--- config.mk ---
export PLATFORM = sky130hd
export DESIGN_NAME = can_top
export DESIGN_NICKNAME = d
export VERILOG_FILES = /design/src/can_pkg.sv /design/src/can_bit_rx.sv /design/src/can_bit_tx.sv /design/src/can_btl.sv /design/src/can_crc15.sv /design/src/can_regs.sv /design/src/can_top.sv
export SDC_FILE = /design/constraint.sdc
export NUM_CORES = 1
export LEC_CHECK = 0
export CORE_MARGIN = 10
export CORE_UTILIZATION = 40
export DETAILED_ROUTE_END_ITERATION = 8
export DONT_BUFFER_PORTS = 1
export GPL_TIMING_DRIVEN = 0
export PLACE_DENSITY = 0.54
export SLEW_MARGIN = 30
export SYNTH_ARGS = -nofsm -noshare
export SYNTH_HDL_FRONTEND = slang
export SYNTH_HIERARCHICAL = 1
export SYNTH_SLANG_ARGS = --single-unit
--- constraint.sdc ---
create_clock -name clk_i -period 11.8 [get_ports clk_i]
set_input_delay 2.36 -clock clk_i [delete_from_list [all_inputs] [get_ports clk_i]]
set_output_delay 2.36 -clock clk_i [all_outputs]
set_load 0.02 [all_outputs]
--- src/can_pkg.sv ---
//////////////////////////////
// CAN controller package
// Register map, field widths, CRC-15
// constants and shared vector types
//////////////////////////////

package can_pkg;

  // Register port widths
  localparam int REG_ADDR_W = 8;
  localparam int REG_DATA_W = 32;

  //////////////////////////////
  // Register map, one word per address
  //////////////////////////////
  localparam logic [REG_ADDR_W-1:0] ADDR_MODE   = 8'd0;
  localparam logic [REG_ADDR_W-1:0] ADDR_CMD    = 8'd1;
  localparam logic [REG_ADDR_W-1:0] ADDR_STATUS = 8'd2;
  localparam logic [REG_ADDR_W-1:0] ADDR_BTR    = 8'd3;
  localparam logic [REG_ADDR_W-1:0] ADDR_LEN    = 8'd4;
  localparam logic [REG_ADDR_W-1:0] ADDR_TX_LO  = 8'd5;
  localparam logic [REG_ADDR_W-1:0] ADDR_TX_HI  = 8'd6;
  localparam logic [REG_ADDR_W-1:0] ADDR_RX_LO  = 8'd7;
  localparam logic [REG_ADDR_W-1:0] ADDR_RX_HI  = 8'd8;
  localparam logic [REG_ADDR_W-1:0] ADDR_RX_CRC = 8'd9;

  // Mode, command and status bit positions
  localparam int MODE_RESET_BIT     = 0;
  localparam int MODE_IRQ_EN_BIT    = 1;
  localparam int CMD_TX_REQ_BIT     = 0;
  localparam int CMD_RX_RELEASE_BIT = 1;
  localparam int STATUS_TX_BUSY_BIT = 0;
  localparam int STATUS_RX_BUSY_BIT = 1;
  localparam int STATUS_RX_DONE_BIT = 2;
  localparam int STATUS_CRC_OK_BIT  = 3;

  //////////////////////////////
  // Bit timing fields
  //////////////////////////////
  localparam int PRESC_W = 7;
  localparam int SEG_W   = 6;
  // Field positions inside the BTR word
  localparam int BTR_PRESC_LSB = 0;
  localparam int BTR_PROP_LSB  = 8;
  localparam int BTR_PH1_LSB   = 16;
  localparam int BTR_PH2_LSB   = 24;

  // Frame data field
  localparam int MAX_DATA_BITS = 64;
  localparam int LEN_W         = 7;

  // CAN CRC-15, initial value zero
  localparam int                CRC_W    = 15;
  localparam logic [CRC_W-1:0]  CRC_POLY = 15'h4599;

  typedef logic [PRESC_W-1:0]       presc_t;
  typedef logic [SEG_W-1:0]         seg_t;
  typedef logic [LEN_W-1:0]         len_t;
  typedef logic [CRC_W-1:0]         crc_t;
  typedef logic [MAX_DATA_BITS-1:0] data_t;

endpackage

--- src/can_bit_rx.sv ---
//////////////////////////////
// CAN frame receiver
// Captures data and CRC-15 at sample points,
// flags frame done and CRC match
//////////////////////////////

`timescale 1ns/100ps

module can_bit_rx (
  input  logic           clk_i,
  input  logic           rst,
  input  logic           sample_point_i,
  input  logic           sampled_bit_i,
  input  can_pkg::len_t  frame_len_i,
  input  logic           rx_release_i,
  output logic           rx_busy_o,
  output logic           rx_done_o,
  output logic           crc_ok_o,
  output can_pkg::data_t rx_data_o,
  output can_pkg::crc_t  rx_crc_o
);

  typedef enum logic [1:0] {RX_IDLE, RX_DATA, RX_CRC} rx_state_e;

  rx_state_e     state;
  can_pkg::len_t bit_cnt;
  can_pkg::crc_t crc;
  can_pkg::crc_t crc_next;
  logic          start_bit;
  logic          crc_en;

  // Dominant sample on an idle, released receiver
  assign start_bit = (state == RX_IDLE) && !rx_done_o && sample_point_i && !sampled_bit_i;
  assign crc_en    = (state == RX_DATA) && sample_point_i;
  // CRC field including the bit now sampled
  assign crc_next  = {rx_crc_o[can_pkg::CRC_W-2:0], sampled_bit_i};

  can_crc15 i_can_crc15 (
    .clk_i   (clk_i),
    .rst     (rst),
    .clear_i (start_bit),
    .en_i    (crc_en),
    .bit_i   (sampled_bit_i),
    .crc_o   (crc)
  );

  //////////////////////////////
  // Receive FSM
  //////////////////////////////
  always_ff @(posedge clk_i or posedge rst)
  begin
    if (rst)
    begin
      state     <= RX_IDLE;
      bit_cnt   <= '0;
      rx_busy_o <= 1'b0;
      rx_done_o <= 1'b0;
      crc_ok_o  <= 1'b0;
      rx_data_o <= '0;
      rx_crc_o  <= '0;
    end
    else
    begin
      if (rx_release_i)
        rx_done_o <= 1'b0;
      case (state)
        RX_IDLE:
          if (start_bit)
          begin
            // Clear data so a short frame lands right-aligned
            rx_data_o <= '0;
            rx_crc_o  <= '0;
            crc_ok_o  <= 1'b0;
            rx_busy_o <= 1'b1;
            bit_cnt   <= frame_len_i;
            state     <= RX_DATA;
          end
        RX_DATA:
          if (sample_point_i)
          begin
            rx_data_o <= {rx_data_o[can_pkg::MAX_DATA_BITS-2:0], sampled_bit_i};
            if (bit_cnt == can_pkg::LEN_W'(1))
            begin
              bit_cnt <= can_pkg::LEN_W'(can_pkg::CRC_W);
              state   <= RX_CRC;
            end
            else
              bit_cnt <= bit_cnt - 1'b1;
          end
        default:
          if (sample_point_i)
          begin
            rx_crc_o <= crc_next;
            bit_cnt  <= bit_cnt - 1'b1;
            // Last CRC bit ends the frame
            if (bit_cnt == can_pkg::LEN_W'(1))
            begin
              rx_busy_o <= 1'b0;
              rx_done_o <= 1'b1;
              crc_ok_o  <= (crc_next == crc);
              state     <= RX_IDLE;
            end
          end
      endcase
    end
  end

endmodule

--- src/can_bit_tx.sv ---
//////////////////////////////
// CAN frame transmitter
// Start bit, data MSB first, then CRC-15,
// one bit per transmit point
//////////////////////////////

`timescale 1ns/100ps

module can_bit_tx (
  input  logic           clk_i,
  input  logic           rst,
  input  logic           tx_request_i,
  input  logic           tx_point_i,
  input  can_pkg::len_t  frame_len_i,
  input  can_pkg::data_t tx_data_i,
  output logic           tx_o,
  output logic           tx_busy_o
);

  typedef enum logic [1:0] {TX_IDLE, TX_START, TX_DATA, TX_CRC} tx_state_e;

  tx_state_e     state;
  // Bits left in the current field
  can_pkg::len_t bit_cnt;
  can_pkg::len_t cnt_m1;
  can_pkg::crc_t crc;
  logic          data_bit;
  logic          crc_clr;
  logic          crc_en;

  assign cnt_m1   = bit_cnt - 1'b1;
  assign data_bit = tx_data_i[cnt_m1[$clog2(can_pkg::MAX_DATA_BITS)-1:0]];

  // Fresh CRC per frame, fed with each data bit on the wire
  assign crc_clr = (state == TX_IDLE) && tx_request_i;
  assign crc_en  = (state == TX_DATA) && tx_point_i;

  can_crc15 i_can_crc15 (
    .clk_i   (clk_i),
    .rst     (rst),
    .clear_i (crc_clr),
    .en_i    (crc_en),
    .bit_i   (data_bit),
    .crc_o   (crc)
  );

  //////////////////////////////
  // Transmit FSM
  //////////////////////////////
  always_ff @(posedge clk_i or posedge rst)
  begin
    if (rst)
    begin
      state     <= TX_IDLE;
      bit_cnt   <= '0;
      tx_o      <= 1'b1;
      tx_busy_o <= 1'b0;
    end
    else
    begin
      case (state)
        TX_IDLE:
          if (tx_request_i)
          begin
            state     <= TX_START;
            tx_busy_o <= 1'b1;
          end
        // Dominant start bit
        TX_START:
          if (tx_point_i)
          begin
            tx_o    <= 1'b0;
            bit_cnt <= frame_len_i;
            state   <= TX_DATA;
          end
        TX_DATA:
          if (tx_point_i)
          begin
            tx_o <= data_bit;
            if (bit_cnt == can_pkg::LEN_W'(1))
            begin
              bit_cnt <= can_pkg::LEN_W'(can_pkg::CRC_W);
              state   <= TX_CRC;
            end
            else
              bit_cnt <= cnt_m1;
          end
        // CRC is final here, shift it out MSB first
        default:
          if (tx_point_i)
          begin
            if (bit_cnt == '0)
            begin
              tx_o      <= 1'b1;
              tx_busy_o <= 1'b0;
              state     <= TX_IDLE;
            end
            else
            begin
              tx_o    <= crc[cnt_m1[$clog2(can_pkg::CRC_W)-1:0]];
              bit_cnt <= cnt_m1;
            end
          end
      endcase
    end
  end

endmodule

--- src/can_btl.sv ---
//////////////////////////////
// CAN bit timing logic
// RX synchronizer, quantum prescaler, segment
// counter, sample/transmit strobes, hard sync
//////////////////////////////

`timescale 1ns/100ps

module can_btl #(
  parameter int SYNC_STAGES = 2
) (
  input  logic            clk_i,
  input  logic            rst,
  input  logic            rx_i,
  input  logic            reset_mode_i,
  input  can_pkg::presc_t presc_i,
  input  can_pkg::seg_t   prop_seg_i,
  input  can_pkg::seg_t   phase_seg_1_i,
  input  can_pkg::seg_t   phase_seg_2_i,
  input  logic            tx_busy_i,
  input  logic            rx_busy_i,
  output logic            rx_sync_o,
  output logic            sample_point_o,
  output logic            sampled_bit_o,
  output logic            tx_point_o
);

  // Segments in bit order
  typedef enum logic [1:0] {SEG_SYNC, SEG_PROP, SEG_PH1, SEG_PH2} seg_e;

  logic [SYNC_STAGES-1:0] sync_q;
  logic                   rx_prev;
  logic                   hard_sync;
  logic                   hs_restart;
  can_pkg::presc_t        clk_cnt;
  can_pkg::seg_t          q_cnt;
  can_pkg::seg_t          seg_len;
  seg_e                   seg;
  logic                   quant_end;
  logic                   seg_end;

  //////////////////////////////
  // Receive synchronizer
  //////////////////////////////
  // Chain idles recessive
  always_ff @(posedge clk_i or posedge rst)
  begin
    if (rst)
    begin
      sync_q  <= '1;
      rx_prev <= 1'b1;
    end
    else
    begin
      sync_q[0] <= rx_i;
      for (int i = 1; i < SYNC_STAGES; i++)
        sync_q[i] <= sync_q[i-1];
      rx_prev <= rx_sync_o;
    end
  end

  assign rx_sync_o     = sync_q[SYNC_STAGES-1];
  assign sampled_bit_o = rx_sync_o;

  // Falling edge on an idle bus
  assign hard_sync = !tx_busy_i && !rx_busy_i && rx_prev && !rx_sync_o;

  // Last quantum index of the current segment
  always_comb
  begin
    case (seg)
      SEG_PROP: seg_len = prop_seg_i;
      SEG_PH1:  seg_len = phase_seg_1_i;
      SEG_PH2:  seg_len = phase_seg_2_i;
      default:  seg_len = '0;
    endcase
  end

  assign quant_end = (clk_cnt == presc_i);
  assign seg_end   = quant_end && (q_cnt == seg_len);

  //////////////////////////////
  // Quantum and segment counters
  //////////////////////////////
  always_ff @(posedge clk_i or posedge rst)
  begin
    if (rst)
    begin
      clk_cnt    <= '0;
      q_cnt      <= '0;
      seg        <= SEG_SYNC;
      hs_restart <= 1'b0;
    end
    else
    begin
      // Flags the restarted sync quantum
      hs_restart <= hard_sync;
      if (reset_mode_i || hard_sync)
      begin
        clk_cnt <= '0;
        q_cnt   <= '0;
        seg     <= SEG_SYNC;
      end
      else if (quant_end)
      begin
        clk_cnt <= '0;
        if (seg_end)
        begin
          q_cnt <= '0;
          // Phase 2 wraps back to sync
          seg   <= seg_e'(seg + 2'd1);
        end
        else
          q_cnt <= q_cnt + 1'b1;
      end
      else
        clk_cnt <= clk_cnt + 1'b1;
    end
  end

  // First clock of sync quantum, skipped after hard sync
  assign tx_point_o = !reset_mode_i && (seg == SEG_SYNC) && (clk_cnt == '0) && !hs_restart;
  // Last clock of phase segment 1, void when hard sync restarts the bit
  assign sample_point_o = (seg == SEG_PH1) && seg_end && !hard_sync;

endmodule

--- src/can_crc15.sv ---
//////////////////////////////
// CAN CRC-15 generator
// Serial, one bit per enable
//////////////////////////////

`timescale 1ns/100ps

module can_crc15 (
  input  logic          clk_i,
  input  logic          rst,
  input  logic          clear_i,
  input  logic          en_i,
  input  logic          bit_i,
  output can_pkg::crc_t crc_o
);

  logic fb;

  // Feedback is incoming bit against the MSB
  assign fb = bit_i ^ crc_o[can_pkg::CRC_W-1];

  always_ff @(posedge clk_i or posedge rst)
  begin
    if (rst)
      crc_o <= '0;
    else if (clear_i)
      crc_o <= '0;
    else if (en_i)
      crc_o <= {crc_o[can_pkg::CRC_W-2:0], 1'b0} ^ (can_pkg::CRC_POLY & {can_pkg::CRC_W{fb}});
  end

endmodule

--- src/can_regs.sv ---
//////////////////////////////
// CAN register block
// Mode, command, timing, length and TX data
// registers with a registered read mux
//////////////////////////////

`timescale 1ns/100ps

module can_regs (
  input  logic                             clk_i,
  input  logic                             rst,
  // Register port
  input  logic                             reg_re_i,
  input  logic                             reg_we_i,
  input  logic [can_pkg::REG_ADDR_W-1:0]   reg_addr_i,
  input  logic [can_pkg::REG_DATA_W-1:0]   reg_data_i,
  output logic [can_pkg::REG_DATA_W-1:0]   reg_data_o,
  // Status from bit-stream logic
  input  logic                             tx_busy_i,
  input  logic                             rx_busy_i,
  input  logic                             rx_done_i,
  input  logic                             crc_ok_i,
  input  can_pkg::data_t                   rx_data_i,
  input  can_pkg::crc_t                    rx_crc_i,
  // Configuration levels
  output logic                             reset_mode_o,
  output can_pkg::presc_t                  presc_o,
  output can_pkg::seg_t                    prop_seg_o,
  output can_pkg::seg_t                    phase_seg_1_o,
  output can_pkg::seg_t                    phase_seg_2_o,
  output can_pkg::len_t                    frame_len_o,
  output can_pkg::data_t                   tx_data_o,
  // Command pulses
  output logic                             tx_request_o,
  output logic                             rx_release_o,
  output logic                             irq_o
);

  logic                           irq_en;
  logic                           cmd_wr;
  logic                           tx_wr_ok;
  logic [can_pkg::REG_DATA_W-1:0] rdata;

  // Commands only count outside reset mode
  assign cmd_wr   = reg_we_i && (reg_addr_i == can_pkg::ADDR_CMD) && !reset_mode_o;
  // TX data is free while reset mode or no frame in flight
  assign tx_wr_ok = reset_mode_o || !tx_busy_i;

  // Interrupt follows the done flag
  assign irq_o = rx_done_i & irq_en;

  //////////////////////////////
  // Mode register
  //////////////////////////////
  always_ff @(posedge clk_i or posedge rst)
  begin
    if (rst)
    begin
      reset_mode_o <= 1'b1;
      irq_en       <= 1'b0;
    end
    else if (reg_we_i && (reg_addr_i == can_pkg::ADDR_MODE))
    begin
      reset_mode_o <= reg_data_i[can_pkg::MODE_RESET_BIT];
      irq_en       <= reg_data_i[can_pkg::MODE_IRQ_EN_BIT];
    end
  end

  // Timing and length, locked outside reset mode
  always_ff @(posedge clk_i or posedge rst)
  begin
    if (rst)
    begin
      presc_o       <= '0;
      prop_seg_o    <= '0;
      phase_seg_1_o <= '0;
      phase_seg_2_o <= '0;
      frame_len_o   <= '0;
    end
    else if (reg_we_i && reset_mode_o)
    begin
      if (reg_addr_i == can_pkg::ADDR_BTR)
      begin
        presc_o       <= reg_data_i[can_pkg::BTR_PRESC_LSB +: can_pkg::PRESC_W];
        prop_seg_o    <= reg_data_i[can_pkg::BTR_PROP_LSB  +: can_pkg::SEG_W];
        phase_seg_1_o <= reg_data_i[can_pkg::BTR_PH1_LSB   +: can_pkg::SEG_W];
        phase_seg_2_o <= reg_data_i[can_pkg::BTR_PH2_LSB   +: can_pkg::SEG_W];
      end
      if (reg_addr_i == can_pkg::ADDR_LEN)
        frame_len_o <= reg_data_i[can_pkg::LEN_W-1:0];
    end
  end

  // Transmit data, low and high words
  always_ff @(posedge clk_i or posedge rst)
  begin
    if (rst)
      tx_data_o <= '0;
    else if (reg_we_i && tx_wr_ok)
    begin
      if (reg_addr_i == can_pkg::ADDR_TX_LO)
        tx_data_o[can_pkg::REG_DATA_W-1:0] <= reg_data_i;
      if (reg_addr_i == can_pkg::ADDR_TX_HI)
        tx_data_o[can_pkg::MAX_DATA_BITS-1:can_pkg::REG_DATA_W] <= reg_data_i;
    end
  end

  // Command decode, one-cycle pulses
  always_ff @(posedge clk_i or posedge rst)
  begin
    if (rst)
    begin
      tx_request_o <= 1'b0;
      rx_release_o <= 1'b0;
    end
    else
    begin
      tx_request_o <= cmd_wr & reg_data_i[can_pkg::CMD_TX_REQ_BIT];
      rx_release_o <= cmd_wr & reg_data_i[can_pkg::CMD_RX_RELEASE_BIT];
    end
  end

  //////////////////////////////
  // Read mux
  //////////////////////////////
  always_comb
  begin
    rdata = '0;
    case (reg_addr_i)
      can_pkg::ADDR_MODE:
      begin
        rdata[can_pkg::MODE_RESET_BIT]  = reset_mode_o;
        rdata[can_pkg::MODE_IRQ_EN_BIT] = irq_en;
      end
      can_pkg::ADDR_STATUS:
      begin
        rdata[can_pkg::STATUS_TX_BUSY_BIT] = tx_busy_i;
        rdata[can_pkg::STATUS_RX_BUSY_BIT] = rx_busy_i;
        rdata[can_pkg::STATUS_RX_DONE_BIT] = rx_done_i;
        rdata[can_pkg::STATUS_CRC_OK_BIT]  = crc_ok_i;
      end
      can_pkg::ADDR_BTR:
      begin
        rdata[can_pkg::BTR_PRESC_LSB +: can_pkg::PRESC_W] = presc_o;
        rdata[can_pkg::BTR_PROP_LSB  +: can_pkg::SEG_W]   = prop_seg_o;
        rdata[can_pkg::BTR_PH1_LSB   +: can_pkg::SEG_W]   = phase_seg_1_o;
        rdata[can_pkg::BTR_PH2_LSB   +: can_pkg::SEG_W]   = phase_seg_2_o;
      end
      can_pkg::ADDR_LEN:    rdata[can_pkg::LEN_W-1:0] = frame_len_o;
      can_pkg::ADDR_TX_LO:  rdata = tx_data_o[can_pkg::REG_DATA_W-1:0];
      can_pkg::ADDR_TX_HI:  rdata = tx_data_o[can_pkg::MAX_DATA_BITS-1:can_pkg::REG_DATA_W];
      can_pkg::ADDR_RX_LO:  rdata = rx_data_i[can_pkg::REG_DATA_W-1:0];
      can_pkg::ADDR_RX_HI:  rdata = rx_data_i[can_pkg::MAX_DATA_BITS-1:can_pkg::REG_DATA_W];
      can_pkg::ADDR_RX_CRC: rdata[can_pkg::CRC_W-1:0] = rx_crc_i;
      // Command and unmapped words read zero
      default:              rdata = '0;
    endcase
  end

  // Read data lands one clock after the strobe, then holds
  always_ff @(posedge clk_i or posedge rst)
  begin
    if (rst)
      reg_data_o <= '0;
    else if (reg_re_i)
      reg_data_o <= rdata;
  end

endmodule

--- src/can_top.sv ---
//////////////////////////////
// CAN controller top level
// Registers, bit timing, transmitter
// and receiver
//////////////////////////////

`timescale 1ns/100ps

module can_top #(
  parameter int SYNC_STAGES = 2
) (
  input  logic                           clk_i,
  input  logic                           rst,
  // Register port
  input  logic                           reg_re_i,
  input  logic                           reg_we_i,
  input  logic [can_pkg::REG_ADDR_W-1:0] reg_addr_i,
  input  logic [can_pkg::REG_DATA_W-1:0] reg_data_i,
  output logic [can_pkg::REG_DATA_W-1:0] reg_data_o,
  // CAN bus
  input  logic                           rx_i,
  output logic                           tx_o,
  output logic                           irq_o
);

  // Configuration
  logic            reset_mode;
  can_pkg::presc_t presc;
  can_pkg::seg_t   prop_seg;
  can_pkg::seg_t   phase_seg_1;
  can_pkg::seg_t   phase_seg_2;
  can_pkg::len_t   frame_len;
  can_pkg::data_t  tx_data;
  logic            tx_request;
  logic            rx_release;

  // Timing strobes
  logic            sample_point;
  logic            sampled_bit;
  logic            tx_point;

  // Bit-stream status
  logic            tx_busy;
  logic            rx_busy;
  logic            rx_done;
  logic            crc_ok;
  can_pkg::data_t  rx_data;
  can_pkg::crc_t   rx_crc;

  can_regs i_can_regs (
    .clk_i         (clk_i),
    .rst           (rst),
    .reg_re_i      (reg_re_i),
    .reg_we_i      (reg_we_i),
    .reg_addr_i    (reg_addr_i),
    .reg_data_i    (reg_data_i),
    .reg_data_o    (reg_data_o),
    .tx_busy_i     (tx_busy),
    .rx_busy_i     (rx_busy),
    .rx_done_i     (rx_done),
    .crc_ok_i      (crc_ok),
    .rx_data_i     (rx_data),
    .rx_crc_i      (rx_crc),
    .reset_mode_o  (reset_mode),
    .presc_o       (presc),
    .prop_seg_o    (prop_seg),
    .phase_seg_1_o (phase_seg_1),
    .phase_seg_2_o (phase_seg_2),
    .frame_len_o   (frame_len),
    .tx_data_o     (tx_data),
    .tx_request_o  (tx_request),
    .rx_release_o  (rx_release),
    .irq_o         (irq_o)
  );

  // Synchronized level only feeds sampling inside the timing block
  can_btl #(
    .SYNC_STAGES (SYNC_STAGES)
  ) i_can_btl (
    .clk_i          (clk_i),
    .rst            (rst),
    .rx_i           (rx_i),
    .reset_mode_i   (reset_mode),
    .presc_i        (presc),
    .prop_seg_i     (prop_seg),
    .phase_seg_1_i  (phase_seg_1),
    .phase_seg_2_i  (phase_seg_2),
    .tx_busy_i      (tx_busy),
    .rx_busy_i      (rx_busy),
    .rx_sync_o      (),
    .sample_point_o (sample_point),
    .sampled_bit_o  (sampled_bit),
    .tx_point_o     (tx_point)
  );

  can_bit_tx i_can_bit_tx (
    .clk_i        (clk_i),
    .rst          (rst),
    .tx_request_i (tx_request),
    .tx_point_i   (tx_point),
    .frame_len_i  (frame_len),
    .tx_data_i    (tx_data),
    .tx_o         (tx_o),
    .tx_busy_o    (tx_busy)
  );

  can_bit_rx i_can_bit_rx (
    .clk_i          (clk_i),
    .rst            (rst),
    .sample_point_i (sample_point),
    .sampled_bit_i  (sampled_bit),
    .frame_len_i    (frame_len),
    .rx_release_i   (rx_release),
    .rx_busy_o      (rx_busy),
    .rx_done_o      (rx_done),
    .crc_ok_o       (crc_ok),
    .rx_data_o      (rx_data),
    .rx_crc_o       (rx_crc)
  );

endmodule

==> results.yml <==
synth:
  synth_flop_cell: "dfrtp_1"
  yosys_warnings: 6
  synthAdderAreaFrac: 0.0126
  synth_area_leaders: "dfrtp_1 47%, mux2_2 9.1%, mux2i_1 4.9%, nand2_1 3.8%, o21ai_0 2.9%"
  syn_avg_cell_area_um2: 10.8
  synth_top_family_by_area: "multiplexers"
  syn-cell-area_um2: 15000
  synth_fp_nets: 1443
  ys_seq_area_frac: 0.474
  synth_edf_count: 0
  synthXorXnorAreaFrac: 0.0275
  yosysUniqueCellTypes: 88
  ys_ff_latch: 283
  netlist_instances: 1383
  yosys.area_share.simple: 0.139
  async_reset_ff_frac: 1.00
  synth-compound-area-share: 0.137
  synth_top_area_share: 0.465
  synth_area_leader_cell: "dfrtp_1"
  synthMuxAreaShare: 0.163
detailed_routing:
  dr.pass1.iters: 7
  vias_per_cell: 5.97
  ant_nets: 0
  drt_iter0_markers: 1056
  num_vias: 11400
  drt-total-wl_um: 48500
  wire_per_inst_um: 25.3
  drc: 0
power_and_ir_drop:
  total_power_mw: 3.34
  leakagePower_nw: 7.29
  peakVddDrop_v: 0.000119
  p_per_area_nw_per_um2: 199
die:
  die_w_um: 213
  rows: 70
  core_um2: 36800
  die_h_um: 213
  initial_core_util: 0.407
  io_pins: 79
  dieArea_um2: 45500
timing:
  max_freq_ghz: 0.230
  relSlewSlack: 0.414
  tns_ps: 0
  finalCriticalPeriod_ps: 4340
  finalHoldViolCount: 0
  worstMarginPinSlew_ps: 879
  rsz0062_at_grt: "false"
  worst_slack_ps: 7460
  skew_ps: 14.3
  period_share: 0.368
  hold_ws_ps: 356
  report.final.setup_viol: 0
  slew_violations: 0
setup_path:
  crit_chain: "inv_1 -> ha_1 -> a222oi_1 -> xnor2_1 -> nor4b_2 -> o21ai_1 -> nor4b_2 -> buf_4 -> buf_2 -> buf_1 -> and2_1 -> buf_4 -> buf_4 -> nor2_1 -> a211oi_1"
  worst-path-max-fanout: 10
  cp_data_arrival_time_ps: 4750
  crit_end: "i_can_bit_rx/i_can_crc15/crc_o[0]$_DFFE_PP0P_"
  crit_start: "i_can_btl/seg[0]$_DFFE_PP0P_"
  r2r_end: "i_can_bit_rx/i_can_crc15/crc_o[0]$_DFFE_PP0P_"
  r2r-start: "i_can_btl/seg[0]$_DFFE_PP0P_"
  startpoint_type: "flop"
  worstRegToRegCells: 15
  critPathSlowestCell: "a222oi_1"
  crit_type: "flop to flop"
  critPathMostFrequentCell: "buf_4"
  critPathRequiredTime_ps: 12210
  slowest_delay_ps: 610
  rrSetupSlack_ps: 7460
  critPathCaptureType: "flop"
global_route:
  first_global_vias: 11300
  antenna_found_initial: 0
  grt_pass1_wl_um: 73300
  grtUsageTotal: 0.214
  grt_max_degree: 83
  gr-total-overflow: 0
flow_run:
  maxCapViolCount: 0
place:
  preCtsSetupSlack_ps: 7120
  place_inst: 1854
  place.gp.congestion: 0.963
  portBuffers: 0
  dp_hpwl_um: 36700
cells_and_area:
  layout.nets: 1483
  final-seq-area_um2: 7090
  drive_above_1_share: 0.193
  fin_cells: 1913
  diodes: 0
  layout_commonest_cell: "dfrtp_1"
  multi_input_area_um2: 7180
  syn_to_final_growth_pct: 12.1
  n_fill_cell: 3491
  final_cell_mix: "278 x dfrtp_1, 151 x nand2_1, 121 x mux2_2, 87 x o21ai_0, 87 x nor2_1"
clock_network:
  cts.sinks: 283
  clk-insertion-delay-late_ps: 520
  htreeDepth: 2
  hold_buffers: 0
  cts_tree: "done"
  cts_setup_buffers: 0
  clk_path_buf_depth: 3
  numCtsBuffers: 35
  cts_root_buf: "clkbuf_16"
  ctsResizeCount: 0
  path_clk_slew_ps: 60
worst_hold_path:
  hold_path_class: "flop to flop"
status:
  status: "finished, final reports clean"
[kinds of logic (layout without fill, tap and decap cells)]
family / after synthesis / after routing
AOI/OAI and AO/OA: 289 / 289
xor gates and xnor gates: 47 / 47
adders and majority gates: 15 / 15
buffers and inverters: 135 / 197
DFF: 283 / 283
muxes: 211 / 211
and+or+nand+nor: 403 / 403
[registers in the layout, summed over array words and instances, names as in the netlist, 7 cells and up]
name	count
i_can_regs/frame_len_o	7
i_can_bit_rx/rx_crc_o	15
i_can_regs/presc_o	7
i_can_regs/tx_data_o	64
i_can_bit_rx/bit_cnt	7
i_can_regs/reg_data_o	32
i_can_bit_rx/rx_data_o	64
i_can_bit_tx/i_can_crc15/crc_o	15
i_can_bit_rx/i_can_crc15/crc_o	15
i_can_btl/clk_cnt	7
i_can_bit_tx/bit_cnt	7
[critical path: cells and delay by family, from the launching register on]
kind	cells	cell delay [ps]
xor+xnor	1	160
compound gates	3	1040
fa+ha+maj	1	280
flops	1	390
simple gates	4	980
buf+inv	6	1360
[routing by layer]
layer	vias to the layer above	track usage	wire (um)
li1	5156	-	-
met3	88	0.0488	3370
met5	-	0	0
met2	391	0.337	22400
met4	0	0.0738	1600
met1	5782	0.285	21200
[through the flow]
| step | util | instance area, um^2 |
|---|---|---|
| 6_report | 0.456 | 16800 |
| 2_1_floorplan | - | 15000 |
| 3_5_place_dp | 0.425 | 15600 |
| 4_1_cts | 0.456 | 16800 |
| 5_1_grt | 0.456 | 16800 |
| 3_3_place_gp | 0.422 | 15500 |
[worst min path at each step]
| stage | slack, ps | end | from | cells past startpoint |
|---|---|---|---|---|
| after global placement | 350 | i_can_btl/sync_q[1]$_DFF_PP1_ | i_can_btl/sync_q[0]$_DFF_PP1_ | 0 |
| after detailed placement | 350 | i_can_btl/sync_q[1]$_DFF_PP1_ | i_can_btl/sync_q[0]$_DFF_PP1_ | 0 |
| after floorplan | 350 | i_can_btl/sync_q[1]$_DFF_PP1_ | i_can_btl/sync_q[0]$_DFF_PP1_ | 0 |
| after global routing | 360 | i_can_btl/sync_q[1]$_DFF_PP1_ | i_can_btl/sync_q[0]$_DFF_PP1_ | 0 |
| final | 360 | i_can_btl/sync_q[1]$_DFF_PP1_ | i_can_btl/sync_q[0]$_DFF_PP1_ | 0 |
| after CTS | 360 | i_can_btl/sync_q[1]$_DFF_PP1_ | i_can_btl/sync_q[0]$_DFF_PP1_ | 0 |
[power by group]
group / leakage [nW] / switching (mW) / internal (mW) / total (mW)
Combinational: 2.92 / 0.671 / 0.408 / 1.08
Clock: 0.552 / 0.408 / 0.653 / 1.06
Sequential: 3.82 / 0.123 / 1.08 / 1.20
[Yosys cell counts (8+ instances only)]
master	n
a21oi_1	26
a221oi_1	21
a22o_1	14
a22oi_1	11
a31oi_1	15
a32o_1	17
a32oi_1	11
buf_2	30
buf_4	14
buf_6	9
clkbuf_1	39
dfrtp_1	278
ha_1	15
inv_1	34
mux2_2	121
mux2i_1	73
mux4_2	14
nand2_1	151
nand2b_1	10
nand3_1	28
nand3b_1	10
nand4b_1	11
nor2_1	87
nor3_1	24
nor4b_1	10
o21ai_0	88
o21ai_1	8
o2bb2ai_1	14
xnor2_1	19
xor2_1	28
[final cells by class]
class / count / share of cell area
buffer: 99 / 0.0336
clock buffer: 53 / 0.0624
clock inverter: 6 / 0.00515
inverter: 36 / 0.00896
multi-input combinational: 965 / 0.429
sequential: 283 / 0.423
tap: 468 / 0.0349
timing repair buffer: 3 / 0.00373
(Power assumes the default switching activity.)
